**src/verilog/minimig_defs.svh**
```systemverilog
/*
 * width and size macros for the memory and system-control core
 * include wherever a width or the reset counter size is needed
 */
`ifndef MINIMIG_DEFS_SVH
`define MINIMIG_DEFS_SVH

//------------------------------
// bus widths
//------------------------------

// bus and sram data word
`define MM_DATA_BITS 16

// 512 KB blocks behind the two sram banks
`define MM_NUM_BLOCKS 4

//------------------------------
// reset sequencer
//------------------------------

// hold ends when the top bit sets
// board value is 24, 6 keeps simulation short
`define MM_RST_CNT_BITS 6

`endif

```
**src/verilog/minimig_pkg.sv**
```systemverilog
/*
 * shared types for the memory core: block names, memory configuration,
 * bus cycle kind and sequencer state. import with minimig_pkg::*
 */
`default_nettype none

`include "minimig_defs.svh"

package minimig_pkg;

	//------------------------------
	// sram block mapping
	//------------------------------

	// the four 512 KB blocks, bank 0 holds chip, bank 1 slow and kick
	typedef enum logic [1:0] {
		bank_chip_lo = 2'd0,	// chip 0..512K
		bank_chip_hi = 2'd1,	// chip 512K..1M
		bank_slow    = 2'd2,	// slow ram
		bank_kick    = 2'd3	// kickstart area
	} bank_e;

	// one enable per block, indexed by bank_e
	typedef logic [`MM_NUM_BLOCKS-1:0] bank_en_t;

	// bit 0 extra chip, bit 1 extra slow
	typedef enum logic [1:0] {
		mem_chip512         = 2'b00,
		mem_chip1m          = 2'b01,
		mem_chip512_slow512 = 2'b10,
		mem_chip1m_slow512  = 2'b11
	} memcfg_e;

	//------------------------------
	// bus and sequencer
	//------------------------------

	typedef enum logic [1:0] {cyc_idle, cyc_read, cyc_write} cyc_e;

	typedef enum logic {seq_hold, seq_run} seq_e;	// reset counting / running

	typedef logic [`MM_DATA_BITS-1:0] sram_data_t;

endpackage

`default_nettype wire

```
**src/verilog/sram_req_if.sv**
```systemverilog
/*
 * decoded sram request, bank decoder to strobe bridge
 * plain levels, valid for as long as the bus master holds them
 */
`default_nettype none

interface sram_req_if
	import minimig_pkg::*;
();

	bank_en_t   aen;	// block enables, one hot or zero
	cyc_e       cyc;	// idle when nothing is addressed
	logic       hwr;	// upper byte write
	logic       lwr;	// lower byte write
	sram_data_t wdata;	// write data toward the sram

	// decoder side
	modport decoder
	(
		output aen, cyc, hwr, lwr, wdata
	);

	// bridge side
	modport bridge
	(
		input aen, cyc, hwr, lwr, wdata
	);

endinterface

`default_nettype wire

```
**src/verilog/sys_control.sv**
```systemverilog
/*
 * boot and reset sequencer. holds sys_reset for a fixed count after
 * bootrst, a synchronized mrst or the bootdone exit, and keeps the
 * bootrom overlay on until the boot firmware reports done
 */
`default_nettype none

`include "minimig_defs.svh"

module sys_control
	import minimig_pkg::*;
(
	input  logic clk,
	input  logic bootrst,	// restart with boot overlay on
	input  logic mrst,	// user or keyboard reset level
	input  logic bootdone,	// pulse from boot firmware
	output logic sys_reset,	// global synchronous reset
	output logic boot	// bootrom overlay enable
);

	seq_e                        state;	// hold while counting
	logic                        mrst_s;	// mrst after one flop
	logic [`MM_RST_CNT_BITS-1:0] rst_cnt;	// reset hold timer
	logic                        cnt_done;	// top bit of timer
	logic                        boot_exit;	// firmware finished loading

	assign cnt_done = rst_cnt[`MM_RST_CNT_BITS-1];

	// only honoured while running with the overlay still on
	assign boot_exit = (state == seq_run) && boot && bootdone;

	//------------------------------
	// mrst synchronizer
	//------------------------------

	always_ff @(posedge clk)
	begin
		if (bootrst)
			mrst_s <= 1'b0;
		else
			mrst_s <= mrst;
	end

	//------------------------------
	// sequencer and timer
	//------------------------------

	always_ff @(posedge clk)
	begin
		if (bootrst)
		begin
			state   <= seq_hold;
			rst_cnt <= '0;
			boot    <= 1'b1;	// back to bootloader
		end
		else if (mrst_s || boot_exit)
		begin
			// any reset cause restarts the count
			state   <= seq_hold;
			rst_cnt <= '0;
			if (boot_exit)
				boot <= 1'b0;	// overlay off for good, mrst leaves it alone
		end
		else if (state == seq_hold)
		begin
			if (cnt_done)
				state <= seq_run;	// hold over
			else
				rst_cnt <= rst_cnt + 1'b1;
		end
	end

	// straight decode of the state flop
	assign sys_reset = (state == seq_hold);

endmodule

`default_nettype wire

```
**src/verilog/bank_decoder.sv**
```systemverilog
/*
 * maps the bus region selects onto the four 512 KB sram blocks.
 * memcfg is latched while sys_reset is high; the request to the
 * bridge is combinational and forced idle during reset
 */
`default_nettype none

module bank_decoder
	import minimig_pkg::*;
(
	input  logic        clk,
	input  logic        sys_reset,
	input  logic        boot,	// kick area writable while set
	input  memcfg_e     memcfg,	// from the host, sampled in reset
	input  logic        sel_chip,	// chip ram region
	input  logic        sel_slow,	// slow ram region
	input  logic        sel_kick,	// kickstart region
	input  logic        addr19,	// upper/lower 512K of chip
	input  logic        rd,
	input  logic        hwr,
	input  logic        lwr,
	input  sram_data_t  wdata,
	sram_req_if.decoder req
);

	logic     extra_chip;	// second 512K of chip present
	logic     extra_slow;	// 512K slow ram present
	bank_en_t aen;	// raw block enables
	cyc_e     cyc;	// raw cycle kind
	logic     wr;	// any byte written

	//------------------------------
	// memory configuration latch
	//------------------------------

	// a config change only takes effect through a reset
	always_ff @(posedge clk)
	begin
		if (sys_reset)
		begin
			extra_chip <= memcfg[0];
			extra_slow <= memcfg[1];
		end
	end

	//------------------------------
	// block mapping
	//------------------------------

	always_comb
	begin
		aen = '0;
		aen[bank_chip_lo] = sel_chip & ~addr19;
		// slow region moves into chip_hi when there is no extra chip
		aen[bank_chip_hi] = (sel_chip & addr19 & extra_chip)
			| (sel_slow & ~extra_chip & extra_slow);
		aen[bank_slow] = sel_slow & extra_chip & extra_slow;
		aen[bank_kick] = sel_kick & (boot | rd);	// rom unless booting
	end

	// cycle kind, read wins (master never mixes them anyway)
	assign wr = hwr | lwr;

	always_comb
	begin
		if (rd)
			cyc = cyc_read;
		else if (wr)
			cyc = cyc_write;
		else
			cyc = cyc_idle;
	end

	//------------------------------
	// request to the bridge
	//------------------------------

	always_comb
	begin
		req.aen = '0;
		req.cyc = cyc_idle;
		req.hwr = 1'b0;
		req.lwr = 1'b0;
		// unaddressed or no strobe -> idle, so no bank select either
		if (!sys_reset && (aen != '0) && (cyc != cyc_idle))
		begin
			req.aen = aen;
			req.cyc = cyc;
			req.hwr = hwr & (cyc == cyc_write);
			req.lwr = lwr & (cyc == cyc_write);
		end
	end

	assign req.wdata = wdata;	// qualified by cyc at the bridge

endmodule

`default_nettype wire

```
**src/verilog/sram_bridge.sv**
```systemverilog
/*
 * sram strobe bridge: two banks of 1 MB, bank selects and a19 from
 * the block enables, byte lanes, output enable, write pulse and data
 * drive enable. read data returns as zero when not addressed
 */
`default_nettype none

module sram_bridge
	import minimig_pkg::*;
(
	input  logic       clk,
	sram_req_if.bridge req,
	output logic       ram_sel0_n,	// bank 0, chip
	output logic       ram_sel1_n,	// bank 1, slow and kick
	output logic       ram_a19,	// upper half of a bank
	output logic       ram_ub_n,	// upper byte lane
	output logic       ram_lb_n,	// lower byte lane
	output logic       ram_we_n,
	output logic       ram_oe_n,
	output logic       ram_drive,	// data pads drive ram_wdata
	output sram_data_t ram_wdata,
	input  sram_data_t ram_rdata,
	output sram_data_t rdata	// back to the bus
);

	logic enable;	// some block addressed
	logic rd_cyc;
	logic wr_cyc;
	logic phase;	// write pulse timing

	assign enable = |req.aen;
	assign rd_cyc = enable && (req.cyc == cyc_read);
	assign wr_cyc = enable && (req.cyc == cyc_write);

	//------------------------------
	// bank mapping
	//------------------------------

	// chip_lo/chip_hi share bank 0, slow/kick share bank 1
	assign ram_sel0_n = ~(req.aen[bank_chip_lo] | req.aen[bank_chip_hi]);
	assign ram_sel1_n = ~(req.aen[bank_slow] | req.aen[bank_kick]);
	assign ram_a19    = req.aen[bank_chip_hi] | req.aen[bank_kick];	// odd blocks

	//------------------------------
	// strobes
	//------------------------------

	assign ram_oe_n = ~rd_cyc;
	assign ram_ub_n = ~(rd_cyc | (wr_cyc & req.hwr));	// reads take both lanes
	assign ram_lb_n = ~(rd_cyc | (wr_cyc & req.lwr));

	// toggles each clk, parked at 0 while idle so every two cycle
	// access starts on phase 0 and the pulse lands in its 2nd cycle
	always_ff @(posedge clk)
	begin
		if (req.cyc == cyc_idle)
			phase <= 1'b0;
		else
			phase <= ~phase;
	end

	assign ram_we_n = ~(wr_cyc & phase);	// one low cycle per write

	// drive for the whole access, covers we_n on both edges
	assign ram_drive = wr_cyc;
	assign ram_wdata = req.wdata;

	//------------------------------
	// read return
	//------------------------------

	assign rdata = rd_cyc ? ram_rdata : '0;	// zero lets the bus OR sources

endmodule

`default_nettype wire

```
**src/verilog/minimig_mem.sv**
```systemverilog
/*
 * top of the memory and system-control core. plain ports toward the
 * bus master and the two sram banks; wires the sequencer, the bank
 * decoder and the strobe bridge together
 */
`default_nettype none

module minimig_mem
	import minimig_pkg::*;
(
	input  logic       clk,
	input  logic       bootrst,	// reset to bootloader
	input  logic       mrst,	// user/keyboard reset
	input  logic       bootdone,	// boot firmware finished
	input  memcfg_e    memcfg,
	input  logic       sel_chip,
	input  logic       sel_slow,
	input  logic       sel_kick,
	input  logic       addr19,
	input  logic       rd,
	input  logic       hwr,
	input  logic       lwr,
	input  sram_data_t wdata,
	input  sram_data_t ram_rdata,
	output logic       sys_reset,
	output logic       boot,
	output logic       ram_sel0_n,
	output logic       ram_sel1_n,
	output logic       ram_a19,
	output logic       ram_ub_n,
	output logic       ram_lb_n,
	output logic       ram_we_n,
	output logic       ram_oe_n,
	output logic       ram_drive,
	output sram_data_t ram_wdata,
	output sram_data_t rdata
);

	sram_req_if req_if ();	// decoded request

	//------------------------------
	// reset and boot sequencing
	//------------------------------

	sys_control u_sys_control
	(
		.clk       (clk),
		.bootrst   (bootrst),
		.mrst      (mrst),
		.bootdone  (bootdone),
		.sys_reset (sys_reset),
		.boot      (boot)
	);

	//------------------------------
	// memory path
	//------------------------------

	bank_decoder u_bank_decoder
	(
		.clk       (clk),
		.sys_reset (sys_reset),
		.boot      (boot),
		.memcfg    (memcfg),
		.sel_chip  (sel_chip),
		.sel_slow  (sel_slow),
		.sel_kick  (sel_kick),
		.addr19    (addr19),
		.rd        (rd),
		.hwr       (hwr),
		.lwr       (lwr),
		.wdata     (wdata),
		.req       (req_if.decoder)
	);

	sram_bridge u_sram_bridge
	(
		.clk        (clk),
		.req        (req_if.bridge),
		.ram_sel0_n (ram_sel0_n),
		.ram_sel1_n (ram_sel1_n),
		.ram_a19    (ram_a19),
		.ram_ub_n   (ram_ub_n),
		.ram_lb_n   (ram_lb_n),
		.ram_we_n   (ram_we_n),
		.ram_oe_n   (ram_oe_n),
		.ram_drive  (ram_drive),
		.ram_wdata  (ram_wdata),
		.ram_rdata  (ram_rdata),
		.rdata      (rdata)
	);

endmodule

`default_nettype wire

```
**config.mk**
```make
export PLATFORM = sky130hd
export DESIGN_NAME = minimig_mem
export DESIGN_NICKNAME = d
export VERILOG_FILES = /design/src/verilog/minimig_pkg.sv /design/src/verilog/sram_req_if.sv /design/src/verilog/sys_control.sv /design/src/verilog/bank_decoder.sv /design/src/verilog/sram_bridge.sv /design/src/verilog/minimig_mem.sv
export VERILOG_INCLUDE_DIRS = /design/src /design/src/verilog
export SDC_FILE = /design/constraint.sdc
export NUM_CORES = 1
export LEC_CHECK = 0
export BUFFER_PORTS_ARGS = -buffer_cell sky130_fd_sc_hd__buf_2
export CAP_MARGIN = 0
export CORE_ASPECT_RATIO = 0.9
export CORE_MARGIN = 5
export CORE_UTILIZATION = 38
export DETAILED_ROUTE_END_ITERATION = 10
export PLACE_DENSITY = 0.84
export SETUP_SLACK_MARGIN = 0.5
export SLEW_MARGIN = 30
export SYNTH_ARGS = -nofsm -noshare
export SYNTH_HDL_FRONTEND = slang
export SYNTH_SLANG_ARGS = --single-unit
```
**constraint.sdc**
```tcl
create_clock -name clk -period 2.3 [get_ports clk]
set_input_delay 0.23 -clock clk [delete_from_list [all_inputs] [get_ports clk]]
set_output_delay 0.23 -clock clk [all_outputs]
set_load 0.005 [all_outputs]
```
==> results_dict.tcl, run 1 <==
set metrics [dict create \
    drc 0 \
    grt_pass1_wl_um 3510 \
    vdd_ir_drop_max_mv 0.257 \
    vias_per_cell 5.20 \
    grt_max_degree 24 \
    antenna_cells 0 \
    cts_tree "yes" \
    synth_top_area_frac 0.226 \
    worst_pin_slew_ns 0.413 \
    stdcell_area_um2 1100 \
    critPathKind "flop to output pin" \
    max_slew_margin 0.724 \
    crit_arrival_ns 1.51 \
    clk_latency_ns 0.28 \
    final_nets 202 \
    coreArea_um2 2200 \
    htree_num_levels 1 \
    syn-num-nets 161 \
    grt_overflow_total 0 \
    drtIter0Drc 34 \
    required_ns 2.07 \
    drive_gt1_frac 0.419 \
    p_total_mw 0.431 \
    first_pass_iters 4 \
    use_met3 0.0487 \
    syn_area_um2 885 \
    clock-sinks 12 \
    final_common_cell "buf_2" \
    hold_path.class "primary input to flop" \
    slew_violations 0 \
    dp_hpwl_um 1900 \
    ant_nets 0 \
    ctsHoldBuffers 0 \
    min_period_over_period 0.755 \
    die_h_um 55.8 \
    routed_wl_um 2350 \
    drt-wirelength-per-cell_um 12.9 \
    place_area_um2 1050 \
    rsz0062_at_grt "true" \
    crit_fanout 17 \
    ys_ff_latch 12 \
    report.final.hold_viol_count 0 \
    final_cell_mix "54 x buf_2, 26 x nor2_1, 17 x nand3_1" \
    io_buffers 54 \
    maxCapViolations 0 \
    synth_top_area_cell "dfxtp_1" \
    cts_made_buffers 3 \
    avgSynthCellArea_um2 7.69 \
    grt_pass1_vias 775 \
    clockRootBuffer "clkbuf_4" \
    rows 16 \
    setup_viol 0 \
    synth.distinct_cells 33 \
    synth_warnings 0 \
    netlist_top_cells_area "dfxtp_1 23%, buf_4 14%, nor2_1 11%" \
    start_util 0.402 \
    period_needed_ns 1.74 \
    io_pins 87 \
    outcome "finished clean" \
    cts_max_path_buffers 2 \
    die_area_um2 3390 \
    die_w_um 60.9 \
    tns_ns 0 \
    finClkSkew_ns 0.00503 \
    areaGrowthSynthToFinish_pct 24.5 \
    grt_usage 0.134 \
    vias 947 \
    power.density_nw_per_um2 391 \
    met1_usage 0.142 \
    grt_most_used_layer "met2" \
    p_leak_nw 0.521 \
    endpoint_kind "output pin" \
    ys_seq_area_frac 0.294 \
    antenna_found_initial 0 \
    cp-start-kind "flop" \
    clk_transition_reported_paths_ns 0.07 \
    gp_congestion 0.814 \
    use_met2 0.227 \
    fmax_mhz 576 \
    synth_cells 115 \
]
==> layer usage <==
metal / up-vias / routed length, um
met5: - / 0
met4: 0 / 58
met3: 12 / 244
met2: 45 / 1220
met1: 424 / 823
li1: 466 / -
==> path summary, 6_finish.rpt <==
| check | start | to | slack, ns | cells past startpoint |
|---|---|---|---|---|
| worst min-delay path | memcfg[1] | u_bank_decoder.extra_slow | 0.13 | 1 |
| worst max register to register | u_sys_control.rst_cnt[0] | u_sys_control.rst_cnt[4] | 1.01 | 4 |
| worst min register to register | u_sram_bridge.phase | u_sram_bridge.phase | 0.43 | 1 |
| worst max-delay path | u_bank_decoder.extra_chip | ram_oe_n | 0.56 | 5 |
==> final cells by class <==
class                   instances  area, um^2
fillers                       236        1100
well taps                      27        33.8
clock buffers                   4        26.3
flip-flops and latches         12         260
repair buffers                 57         305
inverters                       2        7.51
multi-input cells              80         468
==> what timing repair did <==
| action | in CTS | in global routing |
|---|---|---|
| setup buffers | 1 | 1 |
| resized for setup | 0 | 0 |
| pin swaps | 1 | 0 |
| setup endpoints to repair | 17 | 21 |
| cloned | 0 | 0 |
==> metrics by stage <==
step / hold WS (ns) / setup WS [ns] / instances / util
floorplan: 0.302 / 0.903 / 115 / -
global placement: 0.413 / 0.646 / 176 / 0.476
detailed placement: 0.413 / 0.577 / 176 / 0.476
CTS: 0.121 / 0.496 / 181 / 0.497
global route: 0.110 / 0.480 / 182 / 0.500
finish: 0.127 / 0.565 / 182 / 0.500
==> critical path, cell delays in order (launching register included) <==
cell and delay [ns]:
edfxtp_1 0.40, nand2b_4 0.18, a221oi_4 0.26, buf_12 0.18, nand3b_1 0.10, buf_2 0.12
==> power by group <==
part / switching (mW) / total [mW] / internal, mW
Clock: 0.0670 / 0.134 / 0.0673
Combinational: 0.0360 / 0.0722 / 0.0362
Sequential: 0.00501 / 0.224 / 0.219
Total: 0.108 / 0.431 / 0.323
==> sequential cells by signal, summed over array words and instances (netlist names) <==
| name | cells |
|---|---|
| u_sram_bridge.phase | 1 |
| u_sys_control.state | 1 |
| u_bank_decoder.extra_chip | 1 |
| u_sys_control.rst_cnt | 6 |
| u_bank_decoder.extra_slow | 1 |
| u_sys_control.mrst_s | 1 |
| u_sys_control.boot | 1 |
==> logic make-up (layout without fill, tap and decap cells) <==
| kind of cell | Yosys count | in the layout | synth area share |
|---|---|---|---|
| DFF | 12 | 12 | 0.294 |
| and+or+nand+nor | 61 | 61 | 0.337 |
| buffers and inverters | 23 | 63 | 0.177 |
| AOI/OAI and AO/OA | 16 | 16 | 0.158 |
| xor gates and xnor gates | 2 | 2 | 0.0198 |
| adders and majority gates | 1 | 1 | 0.0141 |
==> synthesized netlist by cell type <==
master and instances:
dfxtp_1 10, a221oi_2 1, nor2_1 26, o2bb2ai_1 1, buf_4 16, nand3_1 17, nand2_1 4, nand4b_1 1
o21ai_0 3, buf_2 2, clkbuf_1 2, ha_1 1, xnor2_1 2, nand4_1 1, edfxtp_1 2, nor4_1 2
inv_1 2, a311o_1 1, a221oi_4 1, a21bo_2 1, buf_6 1, a41oi_1 1, o21a_1 2, nor3_1 1
and3_1 2, a31o_2 1, a21o_1 1, nor3b_1 1, nand2b_4 1, or3_1 2, a21oi_1 3, nor2b_1 1
nand3b_1 2
(Power assumes the default switching activity.)
==> inputs of run 2 (changes only) <==
- ABC_AREA: unset -> 1
- CORE_UTILIZATION: 38 -> 37
- PLACE_DENSITY: 0.84 -> 0.8
- clock period: 2.3 -> 1.6 ns (I/O delays scaled with it)
==> results_dict.tcl, run 2 <==
set metrics [dict create \
    timing.critical_path.buf_inv 3 \
    regMostFlops "u_sys_control.rst_cnt" \
    clock-sinks 12 \
    dp_hpwl_um 1660 \
    start_util 0.386 \
    async_reset_ff_frac 0 \
    vias 927 \
    coreArea_um2 2470 \
    synth_edf_count 2 \
    cp_slowest_stage_delay_ns 0.42 \
    io_buffers 54 \
    required_ns 1.44 \
    hold_path.class "primary input to flop" \
    finClkSkew_ns 0.000727 \
    vdd_ir_drop_max_mv 0.417 \
    ant_nets 0 \
    endpoint_kind "output pin" \
    hp-start "bootrst" \
    clockRootBuffer "clkbuf_4" \
    report.final.hold_viol_count 0 \
    grt_overflow_total 0 \
    synth_top_area_cell "dfxtp_1" \
    drtIter0Drc 16 \
    routed_wl_um 2150 \
    slew_violations 0 \
    vias_per_cell 4.29 \
    p_leak_nw 0.728 \
    setup_viol 20 \
    syn-num-nets 182 \
    min_period_over_period 1.05 \
    netlist_top_cells_area "dfxtp_1 21%, buf_4 13%, inv_1 13%" \
    crit_arrival_ns 1.52 \
    stdcell_area_um2 1330 \
    ys.flop_type "dfxtp_1" \
    cts_tree "yes" \
    outcome "finished with violations" \
    cp-start-kind "flop" \
    cts_made_buffers 3 \
    largest_register_ffs 6 \
    synth_warnings 0 \
    yosysMostFrequentCell "inv_1" \
    drc 0 \
    first_pass_iters 4 \
    fmax_mhz 596 \
    synth_commonest_cells "33 x inv_1, 23 x nor2_1, 17 x buf_4, 15 x nand2_1" \
    htree_num_levels 1 \
    areaGrowthSynthToFinish_pct 39.8 \
    clk_latency_ns 0.27 \
    violations "negative setup slack" \
    final_cell_mix "53 x buf_2, 31 x inv_1, 16 x nor2_1" \
    grt_usage 0.113 \
    final_common_cell "buf_2" \
    io_pins 87 \
    period_needed_ns 1.68 \
    critPathKind "flop to output pin" \
    worst_pin_slew_ns 0.301 \
    crit_fanout 11 \
    drt-wirelength-per-cell_um 9.97 \
    die_h_um 58.1 \
    worstReg2RegStart "u_sys_control.state" \
    avgSynthCellArea_um2 7.00 \
    drive_gt1_frac 0.553 \
    max_slew_margin 0.799 \
    critPathTopFamily "simple AND/OR/NAND/NOR gates" \
    power.density_nw_per_um2 478 \
    gp_congestion 0.768 \
    syn_area_um2 952 \
    rows 17 \
    yosys.area_share.simple 0.386 \
    cts_max_path_buffers 2 \
    die_w_um 63.5 \
    slowest_stage "edfxtp_1" \
    grt_pass1_vias 830 \
    grt_max_degree 12 \
    place_area_um2 1110 \
    synth_cells 136 \
    grt_pass1_wl_um 3510 \
    synth_compound_area_frac 0.0329 \
    synth_top_area_frac 0.210 \
    path_cells "inv_2 -> nand3_2 -> nand2_2 -> nor2_4 -> nand2_4 -> nand3_4 -> buf_12 -> nor2_1 -> buf_2" \
    synth-xor-area-share 0.00920 \
    final_nets 235 \
    synthAdderAreaFrac 0.0131 \
    rsz0062_at_grt "true" \
    ctsHoldBuffers 0 \
    ys_ff_latch 12 \
    antenna_cells 0 \
    maxCapViolations 0 \
    tns_ns -1.07 \
    die_area_um2 3690 \
    ys_seq_area_frac 0.273 \
    cp-startpoint "u_bank_decoder.extra_chip" \
    clk_transition_reported_paths_ns 0.07 \
    synth.area.mux_share 0 \
    synth_top_family_by_area "simple AND/OR/NAND/NOR gates" \
    synth.distinct_cells 19 \
    layout_setup_ws_ns -0.0792 \
    antenna_found_initial 0 \
]
run 2: changes by cell type in the layout (fill, tap and decap cells not counted), sizes merged, moves of 3 or more:
cell,delta
o21ai,-3
nor2,+10
buf,+9
nand3,-9
inv,+31
nand2,+12
run 2: logic make-up after synthesis:
logic type	after synthesis
AOI/OAI and AO/OA	6
and+or+nand+nor	65
buffers and inverters	51
DFF	12
adders and majority gates	1
xor gates and xnor gates	1
run 2: power breakdown:
| group | switching [mW] | internal, mW |
|---|---|---|
| clock | 0.0990 | 0.0904 |
| combinational | 0.0638 | 0.0640 |
| sequential | 0.00607 | 0.313 |
| total | 0.169 | 0.468 |
run 2: layout make-up:
class,instances,area [um^2]
Sequential cell,12,270
Timing Repair Buffer,66,395
Tap cell,28,35.0
Clock inverter,1,3.75
Multi-Input combinational cell,73,480
Inverter,33,124
Clock buffer,3,22.5
Fill cell,248,1140
run 2: worst reg2reg max path: cells and delay by family, from the launching register on:
family                 cells  cell delay [ns]
and+or+nand+nor            6             0.58
DFF                        1             0.38
buffers and inverters      1             0.15
run 2: routing by layer:
| layer | track usage | share of wire | vias to the layer above |
|---|---|---|---|
| li1 | - | - | 490 |
| met1 | 0.133 | 0.41 | 388 |
| met2 | 0.178 | 0.46 | 47 |
| met3 | 0.0620 | 0.12 | 2 |
| met4 | 0.0326 | 0.0042 | 0 |
| met5 | 0 | 0 | - |
run 2: path summary, 6_finish.rpt:
| check | to | slack, ns | depth (start not counted) |
|---|---|---|---|
| worst max-delay path | rdata[1] | -0.08 | 9 |
| worst min-delay path | u_sys_control.mrst_s | 0.05 | 2 |
| worst max register to register | u_sys_control.rst_cnt[4] | 0.40 | 7 |
| worst min register to register | u_sram_bridge.phase | 0.42 | 1 |
run 2: repair_timing:
action / CTS / global route
pin swaps: 2 / 7
buffers inserted: 6 / 6
cloned: 0 / 0
setup endpoints to repair: 32 / 29
gates resized for setup: 9 / 19
run 2: per-stage QoR:
stage	hold WS (ns)	util	total power [mW]	setup WS, ns	cells
final	0.0505	0.540	0.637	-0.0792	216
after global placement	0.320	0.450	0.420	0.140	200
after detailed placement	0.320	0.450	0.423	0.0805	200
after CTS	0.0431	0.501	0.629	-0.0509	210
after global routing	0.0386	0.540	0.680	-0.185	216
after floorplan	0.231	-	0.413	0.372	136
